## config.mk

```make
export PLATFORM = sky130hd
export DESIGN_NAME = c16_mem_top
export DESIGN_NICKNAME = d
export VERILOG_FILES = /design/src/c16_mem_pkg.sv /design/src/c16_mem_if.sv /design/src/c16_bus_latch.sv /design/src/reset_gen.sv /design/src/prg_loader.sv /design/src/zp_shadow.sv /design/src/mem_arbiter.sv /design/src/c16_mem_top.sv
export SDC_FILE = /design/constraint.sdc
export NUM_CORES = 1
export LEC_CHECK = 0
export BUFFER_PORTS_ARGS = -buffer_cell sky130_fd_sc_hd__clkbuf_2
export CELL_PAD_IN_SITES_DETAIL_PLACEMENT = 1
export CELL_PAD_IN_SITES_GLOBAL_PLACEMENT = 2
export CORE_MARGIN = 10
export CORE_UTILIZATION = 30
export CTS_CLUSTER_DIAMETER = 30
export DETAILED_ROUTE_END_ITERATION = 7
export PLACE_DENSITY = 0.78
export SLEW_MARGIN = 20
export SYNTH_ARGS = -nofsm -noshare
export SYNTH_HDL_FRONTEND = slang
export SYNTH_HIERARCHICAL = 1
export SYNTH_SLANG_ARGS = --single-unit
```

## constraint.sdc

```tcl
create_clock -name clk28 -period 3.75 [get_ports clk28]
set_input_delay 0.5625 -clock clk28 [delete_from_list [all_inputs] [get_ports clk28]]
set_output_delay 0.5625 -clock clk28 [all_outputs]
set_load 0.02 [all_outputs]
```

## src/c16_mem_pkg.sv

```systemverilog
/*
 * Shared widths and memory map of the C16 SDRAM glue.
 * SDRAM is word addressed (16 bit); download addresses count bytes.
 * ROM images sit above ROM_MEM_START; C16 RAM uses the lowest 64k bytes.
 */
package c16_mem_pkg;

	// ------------------------------------------------------------
	// widths
	// ------------------------------------------------------------
	localparam int SDRAM_AW = 24;
	localparam int IOCTL_AW = 25;
	localparam int C16_AW   = 16;

	// byte address of the first ROM image in SDRAM
	localparam logic [IOCTL_AW-1:0] ROM_MEM_START = 25'h10000;

	// download index codes from the IO controller
	localparam logic [7:0] IDX_ROM    = 8'h00;
	localparam logic [7:0] IDX_PRG    = 8'h01;
	localparam logic [7:0] IDX_KERNAL = 8'h03;

	// ROM bank inside the ROM area, as seen by the C16 selects
	typedef enum logic [1:0] {
		KERNAL    = 2'd0,
		BASIC     = 2'd1,
		FUNC_LOW  = 2'd2,
		FUNC_HIGH = 2'd3
	} rom_bank_t;

	// shadowed zero page bytes, low byte of each pointer first
	localparam logic [C16_AW-1:0] ZP_ADDRS [8] = '{
		16'h002d, 16'h002e, 16'h002f, 16'h0030,
		16'h0031, 16'h0032, 16'h009d, 16'h009e
	};

endpackage

```

## src/c16_mem_if.sv

```systemverilog
/*
 * Internal buses of the memory glue.
 * c16_bus_if carries the demultiplexed C16 DRAM cycle,
 * loader_mem_if the download side write request.
 */
`timescale 1ns/100ps

interface c16_bus_if;
	// address is only complete once CAS has fallen
	logic [c16_mem_pkg::C16_AW-1:0] addr;
	logic                           cas_active;
	logic                           rw;
	logic [7:0]                     dout;
	// one clock after CAS fall
	logic                           zp_strobe;

	modport source (output addr, cas_active, rw, dout, zp_strobe);
	modport sink   (input  addr, cas_active, rw, dout, zp_strobe);
endinterface

interface loader_mem_if;
	logic [c16_mem_pkg::IOCTL_AW-1:0] addr;
	logic [7:0]                       data;
	// held for one loader slot
	logic                             write;
	logic                             prg_done;

	modport source (output addr, data, write, prg_done);
	modport sink   (input  addr, data, write, prg_done);
endinterface

```

## src/c16_bus_latch.sv

```systemverilog
/*
 * Demultiplexes the C16 DRAM address from RAS and CAS and aligns the
 * SDRAM slots to the bus cycle. clkref high is the C16 slot.
 * Strobes are expected to be synchronous to clk28.
 */
`timescale 1ns/100ps

module c16_bus_latch (
	input  logic            clk28,
	input  logic            pll_locked,
	input  logic            c16_ras_n_i,
	input  logic            c16_cas_n_i,
	input  logic            c16_rw_i,
	input  logic [7:0]      c16_a_i,
	input  logic [7:0]      c16_dout_i,
	c16_bus_if.source       bus,
	output logic            clkref_o
);

	logic       ras_d;
	logic       cas_d;
	logic [3:0] slot_cnt;
	logic       zp_strobe;
	logic [7:0] a_low;
	logic [7:0] a_hi;
	logic       ras_fall;
	logic       cas_fall;

	assign ras_fall = ras_d & ~c16_ras_n_i;
	assign cas_fall = cas_d & ~c16_cas_n_i;

	always_ff @(posedge clk28 or negedge pll_locked) begin
		if (!pll_locked) begin
			ras_d     <= 1'b1;
			cas_d     <= 1'b1;
			slot_cnt  <= 4'd0;
			zp_strobe <= 1'b0;
		end else begin
			ras_d     <= c16_ras_n_i;
			cas_d     <= c16_cas_n_i;
			// restart the slot sequence with every bus cycle
			if (ras_fall)
				slot_cnt <= 4'd0;
			else
				slot_cnt <= slot_cnt + 4'd1;
			zp_strobe <= cas_fall;
		end
	end

	// row byte on RAS, column byte on CAS
	always_ff @(posedge clk28) begin
		if (ras_fall)
			a_low <= c16_a_i;
		if (cas_fall)
			a_hi <= c16_a_i;
	end

	assign clkref_o       = slot_cnt[3];
	assign bus.addr       = {a_hi, a_low};
	assign bus.cas_active = ~c16_cas_n_i;
	assign bus.rw         = c16_rw_i;
	assign bus.dout       = c16_dout_i;
	assign bus.zp_strobe  = zp_strobe;

endmodule

```

## src/reset_gen.sv

```systemverilog
/*
 * System reset for the C16 core.
 * Long reset on power up and IO controller reboot, short reset on
 * the reset buttons, ROM downloads and memory size changes.
 */
`timescale 1ns/100ps

module reset_gen #(
	parameter int unsigned LONG_RESET_CYCLES  = 28_000_000,
	parameter int unsigned SHORT_RESET_CYCLES = 65_536
) (
	input  logic clk28,
	input  logic pll_locked,
	input  logic reboot_i,
	input  logic reset_btn_i,
	input  logic osd_reset_i,
	input  logic rom_download_i,
	input  logic memory_16k_i,
	output logic c16_reset_o
);

	logic [31:0] reset_cnt;
	logic        last_mem16k;

	// follows the memory size setting to spot a change
	always_ff @(posedge clk28) begin
		last_mem16k <= memory_16k_i;
	end

	always_ff @(posedge clk28 or negedge pll_locked) begin
		if (!pll_locked) begin
			reset_cnt <= 32'(LONG_RESET_CYCLES);
		end else if (reboot_i) begin
			reset_cnt <= 32'(LONG_RESET_CYCLES);
		end else if (reset_btn_i || osd_reset_i || rom_download_i ||
			(memory_16k_i != last_mem16k)) begin
			reset_cnt <= 32'(SHORT_RESET_CYCLES);
		end else if (reset_cnt != 32'd0) begin
			reset_cnt <= reset_cnt - 32'd1;
		end
	end

	assign c16_reset_o = (reset_cnt != 32'd0);

endmodule

```

## src/prg_loader.sv

```systemverilog
/*
 * Turns IO controller download bytes into SDRAM writes in the loader slot.
 * No back pressure: bytes must arrive slower than one per 16 clocks.
 * PRG files start with their two byte load address; ROM index 0 skips
 * the first 16k, index 3 is a plain kernal image.
 */
`timescale 1ns/100ps

module prg_loader (
	input  logic                             clk28,
	input  logic                             pll_locked,
	input  logic                             clkref_i,
	input  logic                             ioctl_download_i,
	input  logic [7:0]                       ioctl_index_i,
	input  logic                             ioctl_wr_i,
	input  logic [c16_mem_pkg::IOCTL_AW-1:0] ioctl_addr_i,
	input  logic [7:0]                       ioctl_data_i,
	loader_mem_if.source                     ld,
	output logic                             rom_download_o,
	output logic                             c16_wait_o
);

	logic                             prg_download;
	logic                             rom_download;
	logic                             idx_rom;
	logic                             idx_kernal;
	logic                             byte_wanted;
	logic                             rom_restart;
	logic                             last_clkref;
	logic                             clkref_fall;
	logic                             clkref_rise;
	logic                             ram_wr;
	logic                             sdram_write;
	logic                             prg_dl_d;
	logic                             prg_done;
	logic [7:0]                       ram_data;
	logic [7:0]                       sdram_data;
	logic [c16_mem_pkg::IOCTL_AW-1:0] sdram_addr;

	// ------------------------------------------------------------
	// download kind
	// ------------------------------------------------------------
	assign idx_rom      = (ioctl_index_i == c16_mem_pkg::IDX_ROM);
	assign idx_kernal   = (ioctl_index_i == c16_mem_pkg::IDX_KERNAL);
	assign prg_download = ioctl_download_i && (ioctl_index_i == c16_mem_pkg::IDX_PRG);
	assign rom_download = ioctl_download_i && (idx_rom || idx_kernal);

	// the two header bytes of a PRG are the load address, not data
	assign byte_wanted = (prg_download && ioctl_addr_i > 25'h1) ||
		(rom_download && (idx_kernal || ioctl_addr_i >= 25'h4000));
	assign rom_restart = rom_download &&
		((idx_rom && ioctl_addr_i == 25'h4000) || (idx_kernal && ioctl_addr_i == '0));

	assign clkref_fall = last_clkref & ~clkref_i;
	assign clkref_rise = ~last_clkref & clkref_i;

	// ------------------------------------------------------------
	// slot handshake
	// ------------------------------------------------------------
	always_ff @(posedge clk28 or negedge pll_locked) begin
		if (!pll_locked) begin
			last_clkref <= 1'b0;
			ram_wr      <= 1'b0;
			sdram_write <= 1'b0;
			prg_dl_d    <= 1'b0;
			prg_done    <= 1'b0;
		end else begin
			last_clkref <= clkref_i;
			prg_dl_d    <= prg_download;
			prg_done    <= prg_dl_d & ~prg_download;
			// loader slot begins
			if (clkref_fall) begin
				sdram_write <= ram_wr;
				ram_wr      <= 1'b0;
			end
			if (clkref_rise)
				sdram_write <= 1'b0;
			// a new byte wins over the slot start
			if (ioctl_wr_i && byte_wanted)
				ram_wr <= 1'b1;
		end
	end

	// data and address
	always_ff @(posedge clk28) begin
		if (clkref_fall && ram_wr)
			sdram_data <= ram_data;
		if (clkref_rise && sdram_write)
			sdram_addr <= sdram_addr + 1'd1;
		if (ioctl_wr_i) begin
			ram_data <= ioctl_data_i;
			if (prg_download && ioctl_addr_i == '0)
				sdram_addr[7:0] <= ioctl_data_i;
			else if (prg_download && ioctl_addr_i == 25'h1)
				sdram_addr[c16_mem_pkg::IOCTL_AW-1:8] <=
					(c16_mem_pkg::IOCTL_AW-8)'(ioctl_data_i);
			if (rom_restart)
				sdram_addr <= c16_mem_pkg::ROM_MEM_START;
		end
	end

	assign ld.addr        = sdram_addr;
	assign ld.data        = sdram_data;
	assign ld.write       = sdram_write;
	assign ld.prg_done    = prg_done;
	assign rom_download_o = rom_download;
	assign c16_wait_o     = prg_download | rom_download;

endmodule

```

## src/zp_shadow.sv

```systemverilog
/*
 * Zero page shadow of the BASIC end pointers.
 * After a PRG injection all four pointers point behind the program.
 * Reads of the shadowed bytes are served here and never from SDRAM.
 */
`timescale 1ns/100ps

module zp_shadow (
	input  logic        clk28,
	c16_bus_if.sink     bus,
	loader_mem_if.sink  ld,
	input  logic        rom_access_i,
	output logic        zp_hit_o,
	output logic [7:0]  zp_dout_o
);

	// pointers at 2d, 2f, 31 and 9d
	logic [15:0] zp_ptr [4];
	logic [7:0]  zp_sel;

	always_comb begin
		for (int i = 0; i < 8; i++)
			zp_sel[i] = (bus.addr == c16_mem_pkg::ZP_ADDRS[i]);
	end

	assign zp_hit_o = ~rom_access_i & (|zp_sel);

	// even entries are low bytes, odd entries high bytes
	always_comb begin
		zp_dout_o = 8'hff;
		for (int i = 0; i < 8; i++) begin
			if (zp_sel[i])
				zp_dout_o = zp_ptr[i / 2][8 * (i % 2) +: 8];
		end
	end

	// ------------------------------------------------------------
	// pointer update
	// ------------------------------------------------------------
	always_ff @(posedge clk28) begin
		if (ld.prg_done) begin
			// the loader address already sits one past the last program byte
			for (int k = 0; k < 4; k++)
				zp_ptr[k] <= ld.addr[15:0];
		end else if (bus.zp_strobe && !bus.rw) begin
			for (int i = 0; i < 8; i++) begin
				if (zp_sel[i])
					zp_ptr[i / 2][8 * (i % 2) +: 8] <= bus.dout;
			end
		end
	end

endmodule

```

## src/mem_arbiter.sv

```systemverilog
/*
 * Shares the SDRAM between the C16 slot (clkref high) and the loader slot.
 * Purely combinational; the SDRAM controller samples in its own slot.
 * Cartridge ROM selections are not supported and read the kernal.
 */
`timescale 1ns/100ps

module mem_arbiter (
	c16_bus_if.sink                            bus,
	loader_mem_if.sink                         ld,
	input  logic                               clkref_i,
	input  logic                               memory_16k_i,
	input  logic                               c16_basic_sel_n_i,
	input  logic                               c16_kernal_sel_n_i,
	input  logic [13:0]                        c16_rom_addr_i,
	input  logic [3:0]                         c16_rom_sel_i,
	input  logic                               zp_hit_i,
	input  logic [7:0]                         zp_dout_i,
	input  logic [15:0]                        sdram_dout_i,
	output logic                               rom_access_o,
	output logic [c16_mem_pkg::SDRAM_AW-1:0]   sdram_addr_o,
	output logic [15:0]                        sdram_din_o,
	output logic                               sdram_we_o,
	output logic                               sdram_oe_o,
	output logic [1:0]                         sdram_ds_o,
	output logic [7:0]                         c16_din_o
);

	c16_mem_pkg::rom_bank_t              rom_bank;
	logic                                rom_access;
	logic [c16_mem_pkg::SDRAM_AW-1:0]    ram_addr;
	logic [c16_mem_pkg::SDRAM_AW-1:0]    rom_addr;
	logic                                c16_lsb;
	logic                                byte_lsb;

	assign rom_access   = (~c16_basic_sel_n_i | ~c16_kernal_sel_n_i) & bus.rw;
	assign rom_access_o = rom_access;

	always_comb begin
		casez ({c16_basic_sel_n_i, c16_rom_sel_i})
			5'b1_00??: rom_bank = c16_mem_pkg::KERNAL;
			5'b1_10??: rom_bank = c16_mem_pkg::FUNC_HIGH;
			5'b0_??00: rom_bank = c16_mem_pkg::BASIC;
			5'b0_??10: rom_bank = c16_mem_pkg::FUNC_LOW;
			default:   rom_bank = c16_mem_pkg::KERNAL;
		endcase
	end

	// ------------------------------------------------------------
	// C16 address mapping
	// ------------------------------------------------------------
	// 16k mode mirrors the RAM through the whole 64k map
	assign ram_addr = memory_16k_i ?
		{9'd0, 1'b0, bus.addr[13:7], 1'b0, bus.addr[6:1]} :
		{9'd0, bus.addr[15:1]};
	assign rom_addr = {8'd0, 1'b1, rom_bank, c16_rom_addr_i[13:1]};
	assign c16_lsb  = rom_access ? c16_rom_addr_i[0] : bus.addr[0];

	// ------------------------------------------------------------
	// slot multiplexer
	// ------------------------------------------------------------
	always_comb begin
		if (clkref_i) begin
			sdram_addr_o = rom_access ? rom_addr : ram_addr;
			sdram_din_o  = {bus.dout, bus.dout};
			// shadowed zero page bytes stay out of SDRAM
			sdram_we_o   = bus.cas_active & ~bus.rw & ~zp_hit_i;
			sdram_oe_o   = (bus.cas_active & bus.rw) | rom_access;
			byte_lsb     = c16_lsb;
		end else begin
			sdram_addr_o = ld.addr[c16_mem_pkg::IOCTL_AW-1:1];
			sdram_din_o  = {ld.data, ld.data};
			sdram_we_o   = ld.write;
			sdram_oe_o   = 1'b0;
			byte_lsb     = ld.addr[0];
		end
	end

	assign sdram_ds_o = {byte_lsb, ~byte_lsb};
	assign c16_din_o  = zp_hit_i ? zp_dout_i :
		(c16_lsb ? sdram_dout_i[15:8] : sdram_dout_i[7:0]);

endmodule

```

## src/c16_mem_top.sv

```systemverilog
/*
 * Memory glue between the C16 core and a shared SDRAM.
 * The core, the SDRAM controller and the IO controller sit outside.
 */
`timescale 1ns/100ps

module c16_mem_top #(
	parameter int unsigned LONG_RESET_CYCLES  = 28_000_000,
	parameter int unsigned SHORT_RESET_CYCLES = 65_536
) (
	input  logic                             clk28,
	input  logic                             pll_locked,
	// C16 DRAM bus
	input  logic                             c16_ras_n_i,
	input  logic                             c16_cas_n_i,
	input  logic                             c16_rw_i,
	input  logic [7:0]                       c16_a_i,
	input  logic [7:0]                       c16_dout_i,
	output logic [7:0]                       c16_din_o,
	input  logic                             c16_basic_sel_n_i,
	input  logic                             c16_kernal_sel_n_i,
	input  logic [13:0]                      c16_rom_addr_i,
	input  logic [3:0]                       c16_rom_sel_i,
	output logic                             clkref_o,
	output logic                             c16_wait_o,
	output logic                             c16_reset_o,
	// reset sources and options
	input  logic                             reboot_i,
	input  logic                             reset_btn_i,
	input  logic                             osd_reset_i,
	input  logic                             memory_16k_i,
	// IO controller download
	input  logic                             ioctl_download_i,
	input  logic [7:0]                       ioctl_index_i,
	input  logic                             ioctl_wr_i,
	input  logic [c16_mem_pkg::IOCTL_AW-1:0] ioctl_addr_i,
	input  logic [7:0]                       ioctl_data_i,
	// SDRAM controller
	output logic [c16_mem_pkg::SDRAM_AW-1:0] sdram_addr_o,
	output logic [15:0]                      sdram_din_o,
	output logic                             sdram_we_o,
	output logic                             sdram_oe_o,
	output logic [1:0]                       sdram_ds_o,
	input  logic [15:0]                      sdram_dout_i
);

	logic       rom_download;
	logic       rom_access;
	logic       zp_hit;
	logic [7:0] zp_dout;

	c16_bus_if    bus ();
	loader_mem_if ld ();

	c16_bus_latch i_bus_latch (
		.clk28       (clk28),
		.pll_locked  (pll_locked),
		.c16_ras_n_i (c16_ras_n_i),
		.c16_cas_n_i (c16_cas_n_i),
		.c16_rw_i    (c16_rw_i),
		.c16_a_i     (c16_a_i),
		.c16_dout_i  (c16_dout_i),
		.bus         (bus.source),
		.clkref_o    (clkref_o)
	);

	reset_gen #(
		.LONG_RESET_CYCLES  (LONG_RESET_CYCLES),
		.SHORT_RESET_CYCLES (SHORT_RESET_CYCLES)
	) i_reset_gen (
		.clk28          (clk28),
		.pll_locked     (pll_locked),
		.reboot_i       (reboot_i),
		.reset_btn_i    (reset_btn_i),
		.osd_reset_i    (osd_reset_i),
		.rom_download_i (rom_download),
		.memory_16k_i   (memory_16k_i),
		.c16_reset_o    (c16_reset_o)
	);

	prg_loader i_prg_loader (
		.clk28            (clk28),
		.pll_locked       (pll_locked),
		.clkref_i         (clkref_o),
		.ioctl_download_i (ioctl_download_i),
		.ioctl_index_i    (ioctl_index_i),
		.ioctl_wr_i       (ioctl_wr_i),
		.ioctl_addr_i     (ioctl_addr_i),
		.ioctl_data_i     (ioctl_data_i),
		.ld               (ld.source),
		.rom_download_o   (rom_download),
		.c16_wait_o       (c16_wait_o)
	);

	zp_shadow i_zp_shadow (
		.clk28        (clk28),
		.bus          (bus.sink),
		.ld           (ld.sink),
		.rom_access_i (rom_access),
		.zp_hit_o     (zp_hit),
		.zp_dout_o    (zp_dout)
	);

	mem_arbiter i_mem_arbiter (
		.bus                (bus.sink),
		.ld                 (ld.sink),
		.clkref_i           (clkref_o),
		.memory_16k_i       (memory_16k_i),
		.c16_basic_sel_n_i  (c16_basic_sel_n_i),
		.c16_kernal_sel_n_i (c16_kernal_sel_n_i),
		.c16_rom_addr_i     (c16_rom_addr_i),
		.c16_rom_sel_i      (c16_rom_sel_i),
		.zp_hit_i           (zp_hit),
		.zp_dout_i          (zp_dout),
		.sdram_dout_i       (sdram_dout_i),
		.rom_access_o       (rom_access),
		.sdram_addr_o       (sdram_addr_o),
		.sdram_din_o        (sdram_din_o),
		.sdram_we_o         (sdram_we_o),
		.sdram_oe_o         (sdram_oe_o),
		.sdram_ds_o         (sdram_ds_o),
		.c16_din_o          (c16_din_o)
	);

endmodule

```

==> results.ini <==
[outcome]
outcome=complete, no violations

[drt]
drtIter0Drc=537
routed_wl_um=33000
drt-pass1-iter-count=5
post_drt_wl_per_cell_um=22.7
drtAntennaViolNets=0
drc=0
vias=7794
avgViaCountPerCell=5.36

[synthesis]
synth.yosys.seq_area_share=0.468
ys.flop_type=edfxtp_1
yosysMostFrequentCell=edfxtp_1
synth_top_area_frac=0.298
synth_edf_count=96
syn_area_per_cell_sq_um=10.8
ys_types=79
synthCells=897
ys_seq_elements=166
yosysTopAreaCell=edfxtp_1
yosysWarnings=6
netlist_top_cells_area=edfxtp_1, mux2_2, dfrtp_1, dfxtp_1, dfstp_2
synth_common_cells=edfxtp_1, mux2_2, nor2_1
syn_nets=1006
synth_area_sq_mm=0.00966
async_flop_share=0.265

[floorplanning]
io_pins=159
die_w_um=199
die-area_sq_mm=0.0398
std_cell_rows=65
start_util=0.305
dieHeight_um=199
coreArea_sq_mm=0.0316

[timing]
whs_ns=0.194
hold_viol_final=0
post-route-period-util=0.937
setup-violations-final=0
slew_headroom=0.370
max_freq_mhz=285
fin_crit_ns=3.51
worstMarginPinSlew_ns=0.943
finalMaxSlewViolations=0
setup_tns_ns=0
rsz0062_at_grt=false
finalClockSkew_ns=0.0131

[global_routing]
grt_use_total=0.166
grt_start_max_net_pins=51
antenna_found_initial=0
first_global_vias=8137
grt_overflow=0
grt_pass1_wl_um=50100

[clock_tree]
cts_inserted_buffers=17
clk_latency_ns=0.44
hold_buffers=0
cts_sinks=166
cts.clk_slew.worst_paths_ns=0.07
cts_buffer_depth=2
cts_tree=done
root_buffer=clkbuf_16
htreeDepth=4

[place]
dp_cells=1412
dp_hpwl_um=24600
portBuffers=158
place.gp.congestion=0.847

[critical_path]
endpoint_kind=output port
crit_path_start_kind=flip-flop
cp.depth=8
r2r-end=i_zp_shadow/zp_ptr[0][7]
critPathTopFamily=simple AND/OR/NAND/NOR gates
path_max_fanout=7
reg2regPathDepth=4
worstPathArrival_ns=2.95
cp_data_required_time_ns=3.19
critical_path_class=flip-flop to output port
cp_num_buf_inv=2
critPathMaxStageDelay_ns=0.43
cpMaxStageDelayCell=or3_1
r2r_start=i_bus_latch/a_low[1]
rrSetupSlack_ns=0.83
cp_cell_sequence=nor2_1 > nand3_1 > or3_1 > buf_4 > a221oi_2 > nor3b_1 > mux2_2 > clkbuf_2

[layout]
nNetsFinal=1148
seq_area_sq_mm=0.00452
fillers=3547
diodes=0
layoutNonFillerInstCount=1454
multi_input_area_sq_mm=0.00467
drive_gt1_frac=0.346
synthToLayoutAreaGrowth_pct=17.4

[job]
drv_cap=0

[pwr]
power.density_mw_per_mm2=429
p_leak_nw=4.35
vdd_drop_max_uv=316

[hold_path]
worstHoldPathType=input port to async pin

[stage by stage]
stage	setup WS [ns]	instance area (sq um)	utilization	power, mW
finish	0.237	11300	0.359	4.87
global route	0.0664	11300	0.359	5.11
CTS	0.0314	11200	0.356	4.92
detailed placement	0.508	10700	0.339	3.26
global placement	0.648	10700	0.339	3.25
floorplan	0.420	9660	-	2.87
[per-layer routing]
metal	vias up	track usage	part of all wire
met5	-	0	0
met4	0	0.0496	0.014
met3	30	0.0355	0.068
met2	285	0.257	0.45
met1	3864	0.227	0.47
li1	3615	-	-
[cell usage in the layout (no fill, tap or decap), types with 9 or more instances in the layout]
master	netlist	routed
edfxtp_1	96	96
clkbuf_16	0	17
o22ai_1	13	13
xor2_1	17	17
nand3_1	21	21
or3_1	19	18
nand2_1	57	57
a21oi_1	28	28
dfxtp_1	26	26
dfstp_2	14	14
or4_1	11	11
nor2b_1	17	17
xnor2_1	28	28
a221oi_1	10	9
inv_1	28	28
nand2b_1	12	12
nor3_1	28	28
mux2i_1	18	18
clkbuf_2	0	158
dfrtp_1	30	29
a31oi_1	9	9
buf_4	18	28
nor2_1	78	78
o21bai_1	23	23
nor4_1	10	10
mux2_2	91	91
[cell type report]
type	count	share of cell area
Multi-Input combinational cell	638	0.411
Sequential cell	166	0.399
Timing Repair Buffer	186	0.0882
Tap cell	402	0.0443
Clock buffer	19	0.0390
Inverter	30	0.00993
Clock inverter	13	0.00849
[registers in the layout (all words and copies together) (netlist names), 4 cells and up]
name and flops:
i_bus_latch/a_hi 8, i_bus_latch/a_low 8, i_bus_latch/slot_cnt 4, i_prg_loader/ld.addr 25, i_prg_loader/ld.data 8, i_prg_loader/ram_data 8
i_reset_gen/reset_cnt 32, i_zp_shadow/zp_ptr 64
[report_power, final]
group / switching (mW) / total [mW] / internal (mW)
clock network: 0.770 / 1.64 / 0.872
logic: 0.687 / 1.10 / 0.410
registers: 0.105 / 2.13 / 2.02
total: 1.56 / 4.87 / 3.31
[how the worst max path moves through the flow]
stage	from	to	slack, ns
floorplan	i_bus_latch/a_hi[5]	sdram_we_o	0.42
global placement	i_bus_latch/a_hi[5]	sdram_we_o	0.65
detailed placement	i_bus_latch/a_hi[7]	sdram_we_o	0.51
CTS	i_bus_latch/a_hi[7]	sdram_we_o	0.03
global route	i_bus_latch/a_hi[3]	c16_din_o[7]	0.07
finish	i_bus_latch/a_hi[5]	sdram_we_o	0.24
[repair_timing]
item / CTS / global route
endpoints found under the hold margin: 0 / 0
setup buffers: 0 / 10
gates resized for setup: 0 / 3
setup endpoints to repair: 0 / 9
[cell families after synthesis]
logic type               Yosys count  share of synthesized area
AO/OA/AOI/OAI                    158                      0.118
multiplexers                     111                      0.128
XOR/XNOR                          45                     0.0408
adder cells (fa/ha/maj)            5                    0.00647
buffers and inverters             93                     0.0513
AND/OR/NAND/NOR                  319                      0.188
flip-flops                       166                      0.468
(Power assumes the default switching activity.)
